[src/common/id_defines.svh]
`ifndef ID_DEFINES_SVH
`define ID_DEFINES_SVH

// datapath and instruction widths
`define ID_XLEN        32
`define ID_INST_W      32

// register file geometry
`define ID_REG_ADDR_W  5
`define ID_NUM_REGS    32

// bl writes the return address here
`define ID_LINK_REG    1

// pc + 4 for the link value
`define ID_PC_STEP     4

`endif

[src/common/isa_pkg.sv]
package isa_pkg;

    typedef enum logic [3:0] {
        alu_add, alu_sub, alu_slt, alu_sltu,
        alu_and, alu_nor, alu_or, alu_xor,
        alu_sll, alu_srl, alu_sra, alu_lui,
        alu_none
    } alu_op_e;

    typedef enum logic [3:0] {
        mem_none,
        mem_ld_b, mem_ld_h, mem_ld_w, mem_ld_bu, mem_ld_hu,
        mem_st_b, mem_st_h, mem_st_w
    } mem_op_e;

    typedef enum logic [3:0] {
        br_none,
        br_beq, br_bne, br_blt, br_bge, br_bltu, br_bgeu,
        br_b, br_bl, br_jirl
    } branch_e;

    // inst[31:26], only the groups that are decoded
    typedef enum logic [5:0] {
        op_arith     = 6'h00,
        op_lu12i     = 6'h05,
        op_pcaddu12i = 6'h07,
        op_mem       = 6'h0a,
        op_jirl      = 6'h13,
        op_b         = 6'h14,
        op_bl        = 6'h15,
        op_beq       = 6'h16,
        op_bne       = 6'h17,
        op_blt       = 6'h18,
        op_bge       = 6'h19,
        op_bltu      = 6'h1a,
        op_bgeu      = 6'h1b
    } major_op_e;

endpackage

[src/common/pipe_pkg.sv]
`include "id_defines.svh"

package pipe_pkg;

    typedef struct packed {
        logic [`ID_INST_W-1:0] inst;
        logic [`ID_XLEN-1:0]   pc;
    } fetch_pkt_t;

    // decoded bundle handed to execute
    typedef struct packed {
        isa_pkg::alu_op_e            alu_op;
        isa_pkg::mem_op_e            mem_op;
        isa_pkg::branch_e            branch;
        logic                        src1_is_pc;
        logic                        src2_is_imm;
        logic                        gr_we;
        logic [`ID_REG_ADDR_W-1:0]   dest;
        logic [`ID_XLEN-1:0]         imm;
        logic [`ID_XLEN-1:0]         br_offs;
    } ds_ctrl_t;

endpackage

[src/common/bypass_if.sv]
`timescale 1ns/10ps
`include "id_defines.svh"

interface bypass_if;
    // execute stage result, es_blk marks a load still in flight
    logic                      es_fwd_valid;
    logic                      es_blk;
    logic [`ID_REG_ADDR_W-1:0] es_dest;
    logic [`ID_XLEN-1:0]       es_data;

    logic                      ms_fwd_valid;
    logic [`ID_REG_ADDR_W-1:0] ms_dest;
    logic [`ID_XLEN-1:0]       ms_data;

    // write-back port, also the register file write
    logic                      wb_we;
    logic [`ID_REG_ADDR_W-1:0] wb_addr;
    logic [`ID_XLEN-1:0]       wb_data;

    modport sink (
        input es_fwd_valid, es_blk, es_dest, es_data,
        input ms_fwd_valid, ms_dest, ms_data,
        input wb_we, wb_addr, wb_data
    );
endinterface

[src/design/regfile.sv]
`timescale 1ns/10ps
`include "id_defines.svh"

module regfile (
    input  logic                      clk,
    input  logic [`ID_REG_ADDR_W-1:0] raddr1,
    input  logic [`ID_REG_ADDR_W-1:0] raddr2,
    output logic [`ID_XLEN-1:0]       rdata1,
    output logic [`ID_XLEN-1:0]       rdata2,
    bypass_if.sink                    wr
);

    logic [`ID_XLEN-1:0] regs [`ID_NUM_REGS];

    // r0 is never stored
    always_ff @(posedge clk) begin
        if (wr.wb_we && wr.wb_addr != '0) begin
            regs[wr.wb_addr] <= wr.wb_data;
        end
    end

    assign rdata1 = (raddr1 == '0) ? '0 : regs[raddr1];
    assign rdata2 = (raddr2 == '0) ? '0 : regs[raddr2];

endmodule

[src/design/id_stage/ds_pipe_reg.sv]
`timescale 1ns/10ps

module ds_pipe_reg (
    input  logic                 clk,
    input  logic                 reset,
    input  logic                 fs_valid,
    input  pipe_pkg::fetch_pkt_t fs_pkt,
    input  logic                 es_allowin,
    input  logic [1:0]           hazard,
    input  logic                 br_taken,
    output logic                 ds_allowin,
    output logic                 ds_valid,
    output logic                 issue_valid,
    output pipe_pkg::fetch_pkt_t ds_pkt
);

    logic ready;

    // no load-use stall on either source
    assign ready       = ~|hazard;
    assign issue_valid = ds_valid && ready;
    assign ds_allowin  = !ds_valid || (ready && es_allowin);

    // a taken branch only fires on issue, so ds_allowin is high here
    // and the word fetch presents is the wrong path
    always_ff @(posedge clk) begin
        if (reset) begin
            ds_valid <= 1'b0;
        end else if (br_taken) begin
            ds_valid <= 1'b0;
        end else if (ds_allowin) begin
            ds_valid <= fs_valid;
        end
    end

    always_ff @(posedge clk) begin
        if (fs_valid && ds_allowin) begin
            ds_pkt <= fs_pkt;
        end
    end

endmodule

[src/design/id_stage/inst_decoder.sv]
`timescale 1ns/10ps
`include "id_defines.svh"

module inst_decoder (
    input  logic                      ds_valid,
    input  pipe_pkg::fetch_pkt_t      ds_pkt,
    output pipe_pkg::ds_ctrl_t        ctrl,
    output logic [`ID_REG_ADDR_W-1:0] raddr1,
    output logic [`ID_REG_ADDR_W-1:0] raddr2
);

    import isa_pkg::*;

    logic [`ID_INST_W-1:0]     inst;
    major_op_e                 major;
    logic [3:0]                op_25_22;
    logic [1:0]                op_21_20;
    logic [4:0]                op_19_15;
    logic [`ID_REG_ADDR_W-1:0] rd;
    logic [`ID_REG_ADDR_W-1:0] rj;
    logic [`ID_REG_ADDR_W-1:0] rk;
    logic [`ID_XLEN-1:0]       imm_ui5;
    logic [`ID_XLEN-1:0]       imm_si12;
    logic [`ID_XLEN-1:0]       imm_ui12;
    logic [`ID_XLEN-1:0]       imm_u20;
    logic [`ID_XLEN-1:0]       offs16;
    logic [`ID_XLEN-1:0]       offs26;
    logic                      is_store;
    logic                      is_cond_br;

    assign inst     = ds_pkt.inst;
    assign major    = major_op_e'(inst[31:26]);
    assign op_25_22 = inst[25:22];
    assign op_21_20 = inst[21:20];
    assign op_19_15 = inst[19:15];
    assign rd       = inst[4:0];
    assign rj       = inst[9:5];
    assign rk       = inst[14:10];

    assign imm_ui5  = {27'b0, inst[14:10]};
    assign imm_si12 = {{20{inst[21]}}, inst[21:10]};
    assign imm_ui12 = {20'b0, inst[21:10]};
    assign imm_u20  = {inst[24:5], 12'b0};
    assign offs16   = {{14{inst[25]}}, inst[25:10], 2'b0};
    // si26 is split, high part sits in inst[9:0]
    assign offs26   = {{4{inst[9]}}, inst[9:0], inst[25:10], 2'b0};

    always_comb begin
        ctrl.alu_op      = alu_none;
        ctrl.mem_op      = mem_none;
        ctrl.branch      = br_none;
        ctrl.src1_is_pc  = 1'b0;
        ctrl.src2_is_imm = 1'b0;
        ctrl.imm         = '0;
        case (major)
            op_arith: begin
                if (op_25_22 == 4'h0 && op_21_20 == 2'h1) begin
                    case (op_19_15)
                        5'h00: ctrl.alu_op = alu_add;
                        5'h02: ctrl.alu_op = alu_sub;
                        5'h04: ctrl.alu_op = alu_slt;
                        5'h05: ctrl.alu_op = alu_sltu;
                        5'h08: ctrl.alu_op = alu_nor;
                        5'h09: ctrl.alu_op = alu_and;
                        5'h0a: ctrl.alu_op = alu_or;
                        5'h0b: ctrl.alu_op = alu_xor;
                        5'h0e: ctrl.alu_op = alu_sll;
                        5'h0f: ctrl.alu_op = alu_srl;
                        5'h10: ctrl.alu_op = alu_sra;
                        default: ;
                    endcase
                end else if (op_25_22 == 4'h1 && op_21_20 == 2'h0) begin
                    ctrl.src2_is_imm = 1'b1;
                    ctrl.imm         = imm_ui5;
                    case (op_19_15)
                        5'h01: ctrl.alu_op = alu_sll;
                        5'h09: ctrl.alu_op = alu_srl;
                        5'h11: ctrl.alu_op = alu_sra;
                        default: ;
                    endcase
                end else begin
                    ctrl.src2_is_imm = 1'b1;
                    ctrl.imm         = imm_si12;
                    case (op_25_22)
                        4'h8: ctrl.alu_op = alu_slt;
                        4'h9: ctrl.alu_op = alu_sltu;
                        4'ha: ctrl.alu_op = alu_add;
                        4'hd: ctrl.alu_op = alu_and;
                        4'he: ctrl.alu_op = alu_or;
                        4'hf: ctrl.alu_op = alu_xor;
                        default: ;
                    endcase
                    // logic immediates are zero extended
                    if (op_25_22 >= 4'hd) begin
                        ctrl.imm = imm_ui12;
                    end
                end
            end
            op_lu12i, op_pcaddu12i: begin
                if (!inst[25]) begin
                    ctrl.alu_op      = (major == op_lu12i) ? alu_lui : alu_add;
                    ctrl.src1_is_pc  = (major == op_pcaddu12i);
                    ctrl.src2_is_imm = 1'b1;
                    ctrl.imm         = imm_u20;
                end
            end
            op_mem: begin
                case (op_25_22)
                    4'h0: ctrl.mem_op = mem_ld_b;
                    4'h1: ctrl.mem_op = mem_ld_h;
                    4'h2: ctrl.mem_op = mem_ld_w;
                    4'h4: ctrl.mem_op = mem_st_b;
                    4'h5: ctrl.mem_op = mem_st_h;
                    4'h6: ctrl.mem_op = mem_st_w;
                    4'h8: ctrl.mem_op = mem_ld_bu;
                    4'h9: ctrl.mem_op = mem_ld_hu;
                    default: ;
                endcase
                // address is rj + si12
                if (ctrl.mem_op != mem_none) begin
                    ctrl.alu_op      = alu_add;
                    ctrl.src2_is_imm = 1'b1;
                    ctrl.imm         = imm_si12;
                end
            end
            op_jirl, op_bl: begin
                ctrl.branch      = (major == op_jirl) ? br_jirl : br_bl;
                ctrl.alu_op      = alu_add;
                ctrl.src1_is_pc  = 1'b1;
                ctrl.src2_is_imm = 1'b1;
                ctrl.imm         = `ID_PC_STEP;
            end
            op_b:    ctrl.branch = br_b;
            op_beq:  ctrl.branch = br_beq;
            op_bne:  ctrl.branch = br_bne;
            op_blt:  ctrl.branch = br_blt;
            op_bge:  ctrl.branch = br_bge;
            op_bltu: ctrl.branch = br_bltu;
            op_bgeu: ctrl.branch = br_bgeu;
            default: ;
        endcase

        is_store   = ctrl.mem_op inside {mem_st_b, mem_st_h, mem_st_w};
        is_cond_br = ctrl.branch inside {br_beq, br_bne, br_blt, br_bge, br_bltu, br_bgeu};

        // b and conditional branches carry alu_none, so no write
        ctrl.gr_we   = (ctrl.alu_op != alu_none) && !is_store;
        ctrl.dest    = (ctrl.branch == br_bl) ? `ID_REG_ADDR_W'(`ID_LINK_REG) : rd;
        ctrl.br_offs = (ctrl.branch inside {br_b, br_bl}) ? offs26 : offs16;
    end

    // empty stage reads r0, so it never raises a hazard
    assign raddr1 = ds_valid ? rj : '0;
    assign raddr2 = !ds_valid ? '0 : (is_store || is_cond_br) ? rd : rk;

endmodule

[src/design/id_stage/operand_bypass.sv]
`timescale 1ns/10ps
`include "id_defines.svh"

module operand_bypass (
    input  logic [`ID_REG_ADDR_W-1:0] raddr,
    input  logic [`ID_XLEN-1:0]       rf_data,
    bypass_if.sink                    byp,
    output logic [`ID_XLEN-1:0]       value,
    output logic                      hazard
);

    logic raddr_nz;
    logic es_hit;
    logic ms_hit;
    logic wb_hit;

    // a write to r0 never forwards
    assign raddr_nz = (raddr != '0);
    assign es_hit   = raddr_nz && byp.es_fwd_valid && (byp.es_dest == raddr);
    assign ms_hit   = raddr_nz && byp.ms_fwd_valid && (byp.ms_dest == raddr);
    assign wb_hit   = raddr_nz && byp.wb_we && (byp.wb_addr == raddr);

    // youngest producer wins
    always_comb begin
        if (es_hit) begin
            value = byp.es_data;
        end else if (ms_hit) begin
            value = byp.ms_data;
        end else if (wb_hit) begin
            value = byp.wb_data;
        end else begin
            value = rf_data;
        end
    end

    // load in execute, data not there yet
    assign hazard = raddr_nz && byp.es_blk && (byp.es_dest == raddr);

endmodule

[src/design/id_stage/branch_resolve.sv]
`timescale 1ns/10ps
`include "id_defines.svh"

module branch_resolve (
    input  pipe_pkg::ds_ctrl_t  ctrl,
    input  logic [`ID_XLEN-1:0] ds_pc,
    input  logic                issue_fire,
    input  logic [`ID_XLEN-1:0] rj_value,
    input  logic [`ID_XLEN-1:0] rkd_value,
    output logic                br_taken,
    output logic [`ID_XLEN-1:0] br_target
);

    import isa_pkg::*;

    logic                rj_eq_rd;
    logic                rj_lt_rd;
    logic                rj_ltu_rd;
    logic                cond_met;
    logic [`ID_XLEN-1:0] target_base;

    assign rj_eq_rd  = (rj_value == rkd_value);
    assign rj_lt_rd  = ($signed(rj_value) < $signed(rkd_value));
    assign rj_ltu_rd = (rj_value < rkd_value);

    always_comb begin
        case (ctrl.branch)
            br_beq:  cond_met = rj_eq_rd;
            br_bne:  cond_met = !rj_eq_rd;
            br_blt:  cond_met = rj_lt_rd;
            br_bge:  cond_met = !rj_lt_rd;
            br_bltu: cond_met = rj_ltu_rd;
            br_bgeu: cond_met = !rj_ltu_rd;
            br_b, br_bl, br_jirl: cond_met = 1'b1;
            default: cond_met = 1'b0;
        endcase
    end

    // redirect only when the branch leaves the stage
    assign br_taken = cond_met && issue_fire;

    // jirl is register relative, everything else pc relative
    assign target_base = (ctrl.branch == br_jirl) ? rj_value : ds_pc;
    assign br_target   = target_base + ctrl.br_offs;

endmodule

[src/design/id_stage/id_stage.sv]
`timescale 1ns/10ps
`include "id_defines.svh"

module id_stage (
    input  logic                      clk,
    input  logic                      reset,
    // fetch side
    input  logic                      fs_valid,
    input  logic [`ID_INST_W-1:0]     fs_inst,
    input  logic [`ID_XLEN-1:0]       fs_pc,
    output logic                      ds_allowin,
    // execute side
    output logic                      issue_valid,
    input  logic                      es_allowin,
    output isa_pkg::alu_op_e          issue_alu_op,
    output isa_pkg::mem_op_e          issue_mem_op,
    output isa_pkg::branch_e          issue_branch,
    output logic                      issue_src1_is_pc,
    output logic                      issue_src2_is_imm,
    output logic                      issue_gr_we,
    output logic [`ID_REG_ADDR_W-1:0] issue_dest,
    output logic [`ID_XLEN-1:0]       issue_imm,
    output logic [`ID_XLEN-1:0]       issue_rj_value,
    output logic [`ID_XLEN-1:0]       issue_rkd_value,
    output logic [`ID_XLEN-1:0]       issue_pc,
    // bypass sources
    input  logic                      es_fwd_valid,
    input  logic                      es_blk,
    input  logic [`ID_REG_ADDR_W-1:0] es_dest,
    input  logic [`ID_XLEN-1:0]       es_data,
    input  logic                      ms_fwd_valid,
    input  logic [`ID_REG_ADDR_W-1:0] ms_dest,
    input  logic [`ID_XLEN-1:0]       ms_data,
    input  logic                      wb_we,
    input  logic [`ID_REG_ADDR_W-1:0] wb_addr,
    input  logic [`ID_XLEN-1:0]       wb_data,
    // redirect
    output logic                      br_taken,
    output logic [`ID_XLEN-1:0]       br_target
);

    import pipe_pkg::*;

    fetch_pkt_t                fs_pkt;
    fetch_pkt_t                ds_pkt;
    ds_ctrl_t                  ctrl;
    logic                      ds_valid;
    logic                      issue_fire;
    logic [1:0]                hazard;
    logic [`ID_REG_ADDR_W-1:0] raddr   [2];
    logic [`ID_XLEN-1:0]       rf_data [2];
    logic [`ID_XLEN-1:0]       value   [2];

    bypass_if byp ();

    assign byp.es_fwd_valid = es_fwd_valid;
    assign byp.es_blk       = es_blk;
    assign byp.es_dest      = es_dest;
    assign byp.es_data      = es_data;
    assign byp.ms_fwd_valid = ms_fwd_valid;
    assign byp.ms_dest      = ms_dest;
    assign byp.ms_data      = ms_data;
    assign byp.wb_we        = wb_we;
    assign byp.wb_addr      = wb_addr;
    assign byp.wb_data      = wb_data;

    assign fs_pkt     = '{inst: fs_inst, pc: fs_pc};
    assign issue_fire = issue_valid && es_allowin;

    ds_pipe_reg u_pipe (
        .clk         (clk),
        .reset       (reset),
        .fs_valid    (fs_valid),
        .fs_pkt      (fs_pkt),
        .es_allowin  (es_allowin),
        .hazard      (hazard),
        .br_taken    (br_taken),
        .ds_allowin  (ds_allowin),
        .ds_valid    (ds_valid),
        .issue_valid (issue_valid),
        .ds_pkt      (ds_pkt)
    );

    inst_decoder u_dec (
        .ds_valid (ds_valid),
        .ds_pkt   (ds_pkt),
        .ctrl     (ctrl),
        .raddr1   (raddr[0]),
        .raddr2   (raddr[1])
    );

    regfile u_rf (
        .clk    (clk),
        .raddr1 (raddr[0]),
        .raddr2 (raddr[1]),
        .rdata1 (rf_data[0]),
        .rdata2 (rf_data[1]),
        .wr     (byp)
    );

    // src 0 is rj, src 1 is rk or rd
    for (genvar i = 0; i < 2; i++) begin : g_src
        operand_bypass u_opnd (
            .raddr   (raddr[i]),
            .rf_data (rf_data[i]),
            .byp     (byp),
            .value   (value[i]),
            .hazard  (hazard[i])
        );
    end

    branch_resolve u_br (
        .ctrl       (ctrl),
        .ds_pc      (ds_pkt.pc),
        .issue_fire (issue_fire),
        .rj_value   (value[0]),
        .rkd_value  (value[1]),
        .br_taken   (br_taken),
        .br_target  (br_target)
    );

    assign issue_alu_op      = ctrl.alu_op;
    assign issue_mem_op      = ctrl.mem_op;
    assign issue_branch      = ctrl.branch;
    assign issue_src1_is_pc  = ctrl.src1_is_pc;
    assign issue_src2_is_imm = ctrl.src2_is_imm;
    assign issue_gr_we       = ctrl.gr_we;
    assign issue_dest        = ctrl.dest;
    assign issue_imm         = ctrl.imm;
    assign issue_rj_value    = value[0];
    assign issue_rkd_value   = value[1];
    assign issue_pc          = ds_pkt.pc;

endmodule

[config.mk]
export PLATFORM = sky130hd
export DESIGN_NAME = id_stage
export DESIGN_NICKNAME = d
export VERILOG_FILES = /design/src/common/isa_pkg.sv /design/src/common/pipe_pkg.sv /design/src/common/bypass_if.sv /design/src/design/regfile.sv /design/src/design/id_stage/ds_pipe_reg.sv /design/src/design/id_stage/inst_decoder.sv /design/src/design/id_stage/operand_bypass.sv /design/src/design/id_stage/branch_resolve.sv /design/src/design/id_stage/id_stage.sv
export VERILOG_INCLUDE_DIRS = /design/src /design/src/common
export SDC_FILE = /design/constraint.sdc
export NUM_CORES = 2
export LEC_CHECK = 0
export ABC_CLOCK_PERIOD_IN_PS = 15200
export BUFFER_PORTS_ARGS = -buffer_cell sky130_fd_sc_hd__buf_2
export CORE_MARGIN = 8
export CORE_UTILIZATION = 40
export DETAILED_ROUTE_END_ITERATION = 8
export GPL_TIMING_DRIVEN = 0
export SYNTH_ARGS = -nofsm -noshare
export SYNTH_HDL_FRONTEND = slang
export SYNTH_SLANG_ARGS = --single-unit
[constraint.sdc]
create_clock -name clk -period 15.2 [get_ports clk]
set_input_delay 3.04 -clock clk [delete_from_list [all_inputs] [get_ports clk]]
set_output_delay 3.04 -clock clk [all_outputs]
set_load 0.01 [all_outputs]
Word-level counts from Yosys, hierarchy flattened:

Memories as Yosys holds them, arrays and structs flattened.
Index checks and enable logic that the tools add are counted.

* flip-flop bits (word level): 65
* bits in writable memories: 1024
* bits of input ports: 183
* output and inout bits: 183
* logic and storage cells: 157
* memories: 1

Memories
* u_rf.regs: words 32, bits a word 32, rd ports 2, clocked after Yosys merged registers in 0, write ports 1, line regfile.sv:13 `` logic [`ID_XLEN-1:0] regs [`ID_NUM_REGS]; ``

* add/subtract/negate cells: 1
* magnitude comparators: 3
* equality and inequality tests: 56
* mux-type cells: 42
* reduce and logical (&&, ||, !) cells: 51

Operators by type and width (count)
* $mux 32: 15
* $pmux 32 s4: 1
* $lt 32x32->1: 2
* $pmux 4 s8: 2
* $eq 6x5->1 const B: 9
* $pmux 4 s11: 1
* $eq 4x3->1 const B: 9
* $eq 4x4->1 const B: 9
* $add 32x32->32: 1
* $eq 32x32->1: 1
* $eq 5x4->1 const B: 6
* $eq 5x5->1: 6
* $mux 4: 7
* $logic_and 1x1->1: 25
* $pmux 4 s6: 1
* $mux 5: 4
* $pmux 4 s4: 1
* $logic_not 5->1: 3
* $reduce_bool 5->1: 3
* $eq 4x2->1 const B: 3
* $eq 6x3->1 const B: 2
* $eq 5x3->1 const B: 2
* $eq 5x5->1 const B: 2
* $pmux 3 s3: 1
* 23 further kinds: 37

Depth between registers and ports, before layout:

* depth after elaboration: 20
* mapped depth: 27
* mapped depth without buffers: 20

Modules after synthesis:

Synthesis repeated with hierarchy kept, for this count alone.

* cells, all modules: 3707
* area total of the unflattened synthesis: 57466.4 µm²

By module, submodules not included
* regfile: instances 1, cells an instance 2564, area an instance 47929.7 µm², seq. area each 30749.5 µm²
* operand_bypass: instances 2, cells an instance 217, area an instance 1519.0 µm², seq. area each 0.0 µm²
* branch_resolve: instances 1, cells an instance 401, area an instance 3036.7 µm², seq. area each 0.0 µm²
* ds_pipe_reg: instances 1, cells an instance 74, area an instance 2008.2 µm², seq. area each 1941.9 µm²
* inst_decoder: instances 1, cells an instance 233, area an instance 1447.6 µm², seq. area each 0.0 µm²
* id_stage: instances 1, cells an instance 1, area an instance 6.3 µm², seq. area each 0.0 µm²

Least setup slack after synthesis:

OpenSTA, ideal clock, no wires.

* path kind: input to output
* start point: in wb_addr[0]
* end point: out br_target[30]
* arrival: 7.385 ns
* required time: 12.160 ns
* path slack: 4.775 ns
* stages on the path: 22
* buffers on the path: 3
* cell sequence: clkbuf_1 xor2_1 o22ai_1 a22oi_1 or3_1 clkbuf_1 nand2_1 clkbuf_1 o221ai_1 o211ai_1 a31oi_1 ha_1 fa_1 a211o_1 a21oi_1 o31ai_1 o21ai_0 o21ai_0 a41oi_1 o311ai_0 a21oi_1 xnor2_1

* longest elaborated chain between the ends: 7

Ends and longest elaborated chain
* from (decl): line id_stage.sv:35 `` input logic [`ID_REG_ADDR_W-1:0] wb_addr, ``
* $eq 5x5->1: line operand_bypass.sv:21 `assign wb_hit = raddr_nz && byp.wb_we && (byp.wb_addr == raddr);`
* $logic_and 1x1->1: line operand_bypass.sv:21
* $mux 32: line operand_bypass.sv:29 `end else if (wb_hit) begin`
* $mux 32: line operand_bypass.sv:27 `end else if (ms_hit) begin`
* $mux 32: line operand_bypass.sv:25 `if (es_hit) begin`
* $mux 32: line branch_resolve.sv:43 `assign target_base = (ctrl.branch == br_jirl) ? rj_value : ds_pc;`
* $add 32x32->32: line branch_resolve.sv:44 `assign br_target = target_base + ctrl.br_offs;`
* to (decl): line id_stage.sv:39 `` output logic [`ID_XLEN-1:0] br_target ``

No other way between the ends.

Worst setup path after layout:

* start point: reg, netlist name u_pipe.ds_pkt[37]
* end point: out br_target[31]

* longest elaborated chain between the ends: 9
* elaborated cells between the ends (all ways): 20
* classes of those cells: 1 x add/sub; 3 x eq/ne; 7 x mux; 8 x reduce/logical; 1 x memory

Ends and longest elaborated chain (line)
* parallel branches: the longest is 8 deep, another holds $mem_v2 32x32
* $add 32x32->32 (*): branch_resolve.sv:44

Every way passes the cells marked *.

==> impl_metrics.csv <==
group,metric,value,unit
hold_path,min_delay_path_depth,3,
floorplanning,die_area,0.1591,mm²
power_and_ir_drop,ir_drop,0.1023,mV
place,gp_congestion,1.045,
worst_setup_path,cp-start-kind,"register",
clock_network,postCtsSetupBuffers,0,
synth,synth_top_flop_cell,"edfxtp_1",
synth,synth-edff-count,1088,
synth,syn-instance-count,5381,
sta,clock_skew,0.03598,ns
sta,setup_viol,0,
layout,finalNetCount,6204,
synth,yosys.area.top_type,"edfxtp_1",
sta,holdWs,1.175,ns
power_and_ir_drop,p_leak,23.94,nW
floorplanning,start_util,0.4027,
synth,ys_top_cells_by_area,"edfxtp_1 56%, mux2i_1 6.0%, nand2_1 5.7%",
hold_path,hold_start,"u_pipe.ds_pkt[61]",
sta,finalCritPeriodShare,0.9197,
detailed_routing,dr.pass1.iters,9,
hold_path,worstHoldEndpoint,"u_pipe.ds_valid",
worst_setup_path,end_kind,"primary output",
clock_network,worstSkewPairLatency,0.78,ns
clock_network,clk_pin_slew,0.07,ns
detailed_routing,drc,0,
floorplanning,rows,140,
global_route,grt.total_usage,0.3589,
detailed_routing,vias_per_cell,6.585,
sta,tightest_slew,1.618,ns
run_status,violations,"max-capacitance violations, max-slew violations",
sta,final_max_slew_viol_count,77,
floorplanning,dieHeight,398.8,µm
worst_setup_path,reg2reg_depth,21,
global_route,globalRouteOverflowTotal,0,
clock_network,clockRootBuffer,"clkbuf_16",
worst_setup_path,crit_required,12.16,ns
clock_network,cts_tree,"built",
floorplanning,core_area,0.1456,mm²
layout,drive_above_1_share,0.1375,
job,maxCapViolCount,7,
sta,finalHoldViolCount,0,
clock_network,cts_buffers,117,
synth,ys.warnings.count,0,
detailed_routing,totalWireLength,298800,µm
clock_network,clkSinkCount,1089,
detailed_routing,wire_per_inst,37.38,µm
floorplanning,io_pins,366,
synth,synthDistinctLibCells,87,
power_and_ir_drop,powerDensity,112.2,mW/mm²
synth,synth-seq-cells,1089,
place,dp_hpwl,224400,µm
sta,finalCriticalPeriod,13.98,ns
worst_setup_path,worst-setup-path-type,"register to primary output",
synth,synthTopCellsByCount,"1,088 x edfxtp_1, 887 x nand2_1, 350 x mux2i_1, 312 x clkbuf_1, 273 x a21oi_1",
worst_setup_path,r2r_end,"u_pipe.ds_valid",
hold_path,hp-class,"register to register",
global_route,grt_max_degree,35,
detailed_routing,ant_nets,0,
clock_network,clk_path_buf_depth,3,
clock_network,htree_levels,3,
floorplanning,die_x,398.8,µm
worst_setup_path,regToRegSetupSlack,5.09,ns
synth,yosysMostFrequentCell,"edfxtp_1",
sta,rsz0062_at_grt,"no",
layout,syn2layout_area_growth,16.18,%
clock_network,hold_buffers,0,
clock_network,cts_resized,0,
synth,synth_area,0.05862,mm²
global_route,first_global_vias,50000,
synth,syn_avg_cell_area,10.89,µm²
detailed_routing,num_vias,52630,
sta,final.setup.tns,0,ns
synth,synthArstFlopShare,0,
worst_setup_path,critPathArrivalTime,10.94,ns
global_route,grt_pass1_wl,399900,µm
sta,slew_headroom,-0.07869,
global_route,antenna_found_initial,42,
run_status,outcome,"finished with violations",
worst_setup_path,regToRegStartpoint,"u_pipe.ds_pkt[61]",
sta,fmax,0.07154,GHz
worst_setup_path,crit_fanout,10,
synth,ys_seq_area_frac,0.5576,
synth,netlist.area_leader.share,0.5573,
layout,multiInputGateArea,0.02355,mm²
layout,ff_latch_area,0.03269,mm²
detailed_routing,drtIter0Drc,7774,
place,io_buffers,362,
layout,fillers,13550,
==> placed cells by master, fill, tap and decap left out, types with 111 or more instances in the layout <==
cell type	Yosys	final
o21ai_0	111	111
nor3_1	118	111
clkbuf_16	0	119
nand3_1	206	206
a211oi_1	262	261
clkbuf_1	312	331
nand2_1	887	887
nor2_1	138	116
a21oi_1	273	273
and3_1	132	132
edfxtp_1	1088	1088
a31oi_1	231	231
mux2i_1	350	350
buf_2	70	433
nor2b_1	135	135
==> per-stage QoR <==
step,power (W),setup WS [ns],cell area (µm²),util,std cells
2_1_floorplan,0.004056,4.775,58740,-,5412
3_3_place_gp,0.004658,2.003,62950,0.4325,7691
3_5_place_dp,0.004670,1.986,64090,0.4403,7753
4_1_cts,0.007599,1.661,67990,0.4671,7969
5_1_grt,0.007784,1.269,68080,0.4677,7978
6_report,0.007643,1.221,68110,0.4679,7992
==> registers in the layout, summed over array words and instances (netlist names) <==
name	count
u_pipe.ds_pkt	64
u_rf.regs	1024
u_pipe.ds_valid	1
==> worst max-delay path, cell delays in order (launching register included) <==
cell       delay [ns]
edfxtp_1         0.32
buf_2            0.20
buf_2            0.42
buf_1            0.96
buf_1            1.06
clkbuf_1         0.88
a211oi_1         0.21
a31oi_1          0.23
o22ai_1          0.16
nor3_1           0.72
a21oi_1          0.25
o221ai_1         0.24
o211ai_1         0.28
a31oi_1          0.42
ha_1             0.30
a21oi_1          0.24
o22ai_1          0.23
o2111ai_1        0.31
a21oi_1          0.22
a2111oi_0        1.06
o31ai_1          0.42
a211oi_1         0.44
o2bb2ai_1        0.17
xnor2_1          0.19
buf_2            0.19
==> cell type report <==
type / instances / share of cell area
flip-flops and latches: 1089 / 0.4800
multi-input cells: 3727 / 0.3457
clock buffers: 146 / 0.04521
repair buffers: 428 / 0.04074
plain buffers: 545 / 0.03760
well taps: 1917 / 0.03522
clock inverters: 70 / 0.01207
inverters: 51 / 0.002811
diodes: 19 / 0.0006981
==> kinds of logic (layout without fill, tap and decap cells) <==
| kind of cell | Yosys count | in the layout | synth area share |
|---|---|---|---|
| AOI/OAI and AO/OA | 1469 | 1469 | 0.1740 |
| xor gates and xnor gates | 45 | 45 | 0.006723 |
| adders and majority gates | 62 | 62 | 0.01336 |
| buffers and inverters | 596 | 1240 | 0.04672 |
| DFF | 1089 | 1089 | 0.5576 |
| muxes | 354 | 354 | 0.06091 |
| other | 1 | 51 | 0.00006397 |
| and+or+nand+nor | 1765 | 1765 | 0.1406 |
==> routing by layer <==
metal	wire, µm	track usage	share of wire	up-vias
li1	-	-	-	21860
met1	105600	0.4273	0.35	25860
met2	131900	0.5621	0.44	4015
met3	38090	0.1145	0.13	884
met4	23100	0.2272	0.077	10
met5	67	0	0.00022	-
==> how the worst max path moves through the flow <==
stage | depth (start not counted) | to | from | slack [ns]
floorplan | 22 | br_target[30] | wb_addr[0] | 4.77
global placement | 22 | br_target[31] | wb_addr[2] | 2.00
detailed placement | 22 | br_target[31] | wb_addr[2] | 1.99
CTS | 25 | br_target[31] | u_pipe.ds_valid | 1.66
global route | 25 | br_target[31] | u_pipe.ds_valid | 1.27
finish | 24 | br_target[31] | u_pipe.ds_pkt[37] | 1.22
==> power by group <==
group          leakage, nW  switching, W  internal [W]  total, W
Sequential            9.88     0.0000405       0.00336   0.00340
Clock                 1.91       0.00128       0.00170   0.00298
Combinational         12.2      0.000906      0.000354   0.00126
Total                 23.9       0.00222       0.00542   0.00764
Power figures use the tool's default switching activity.
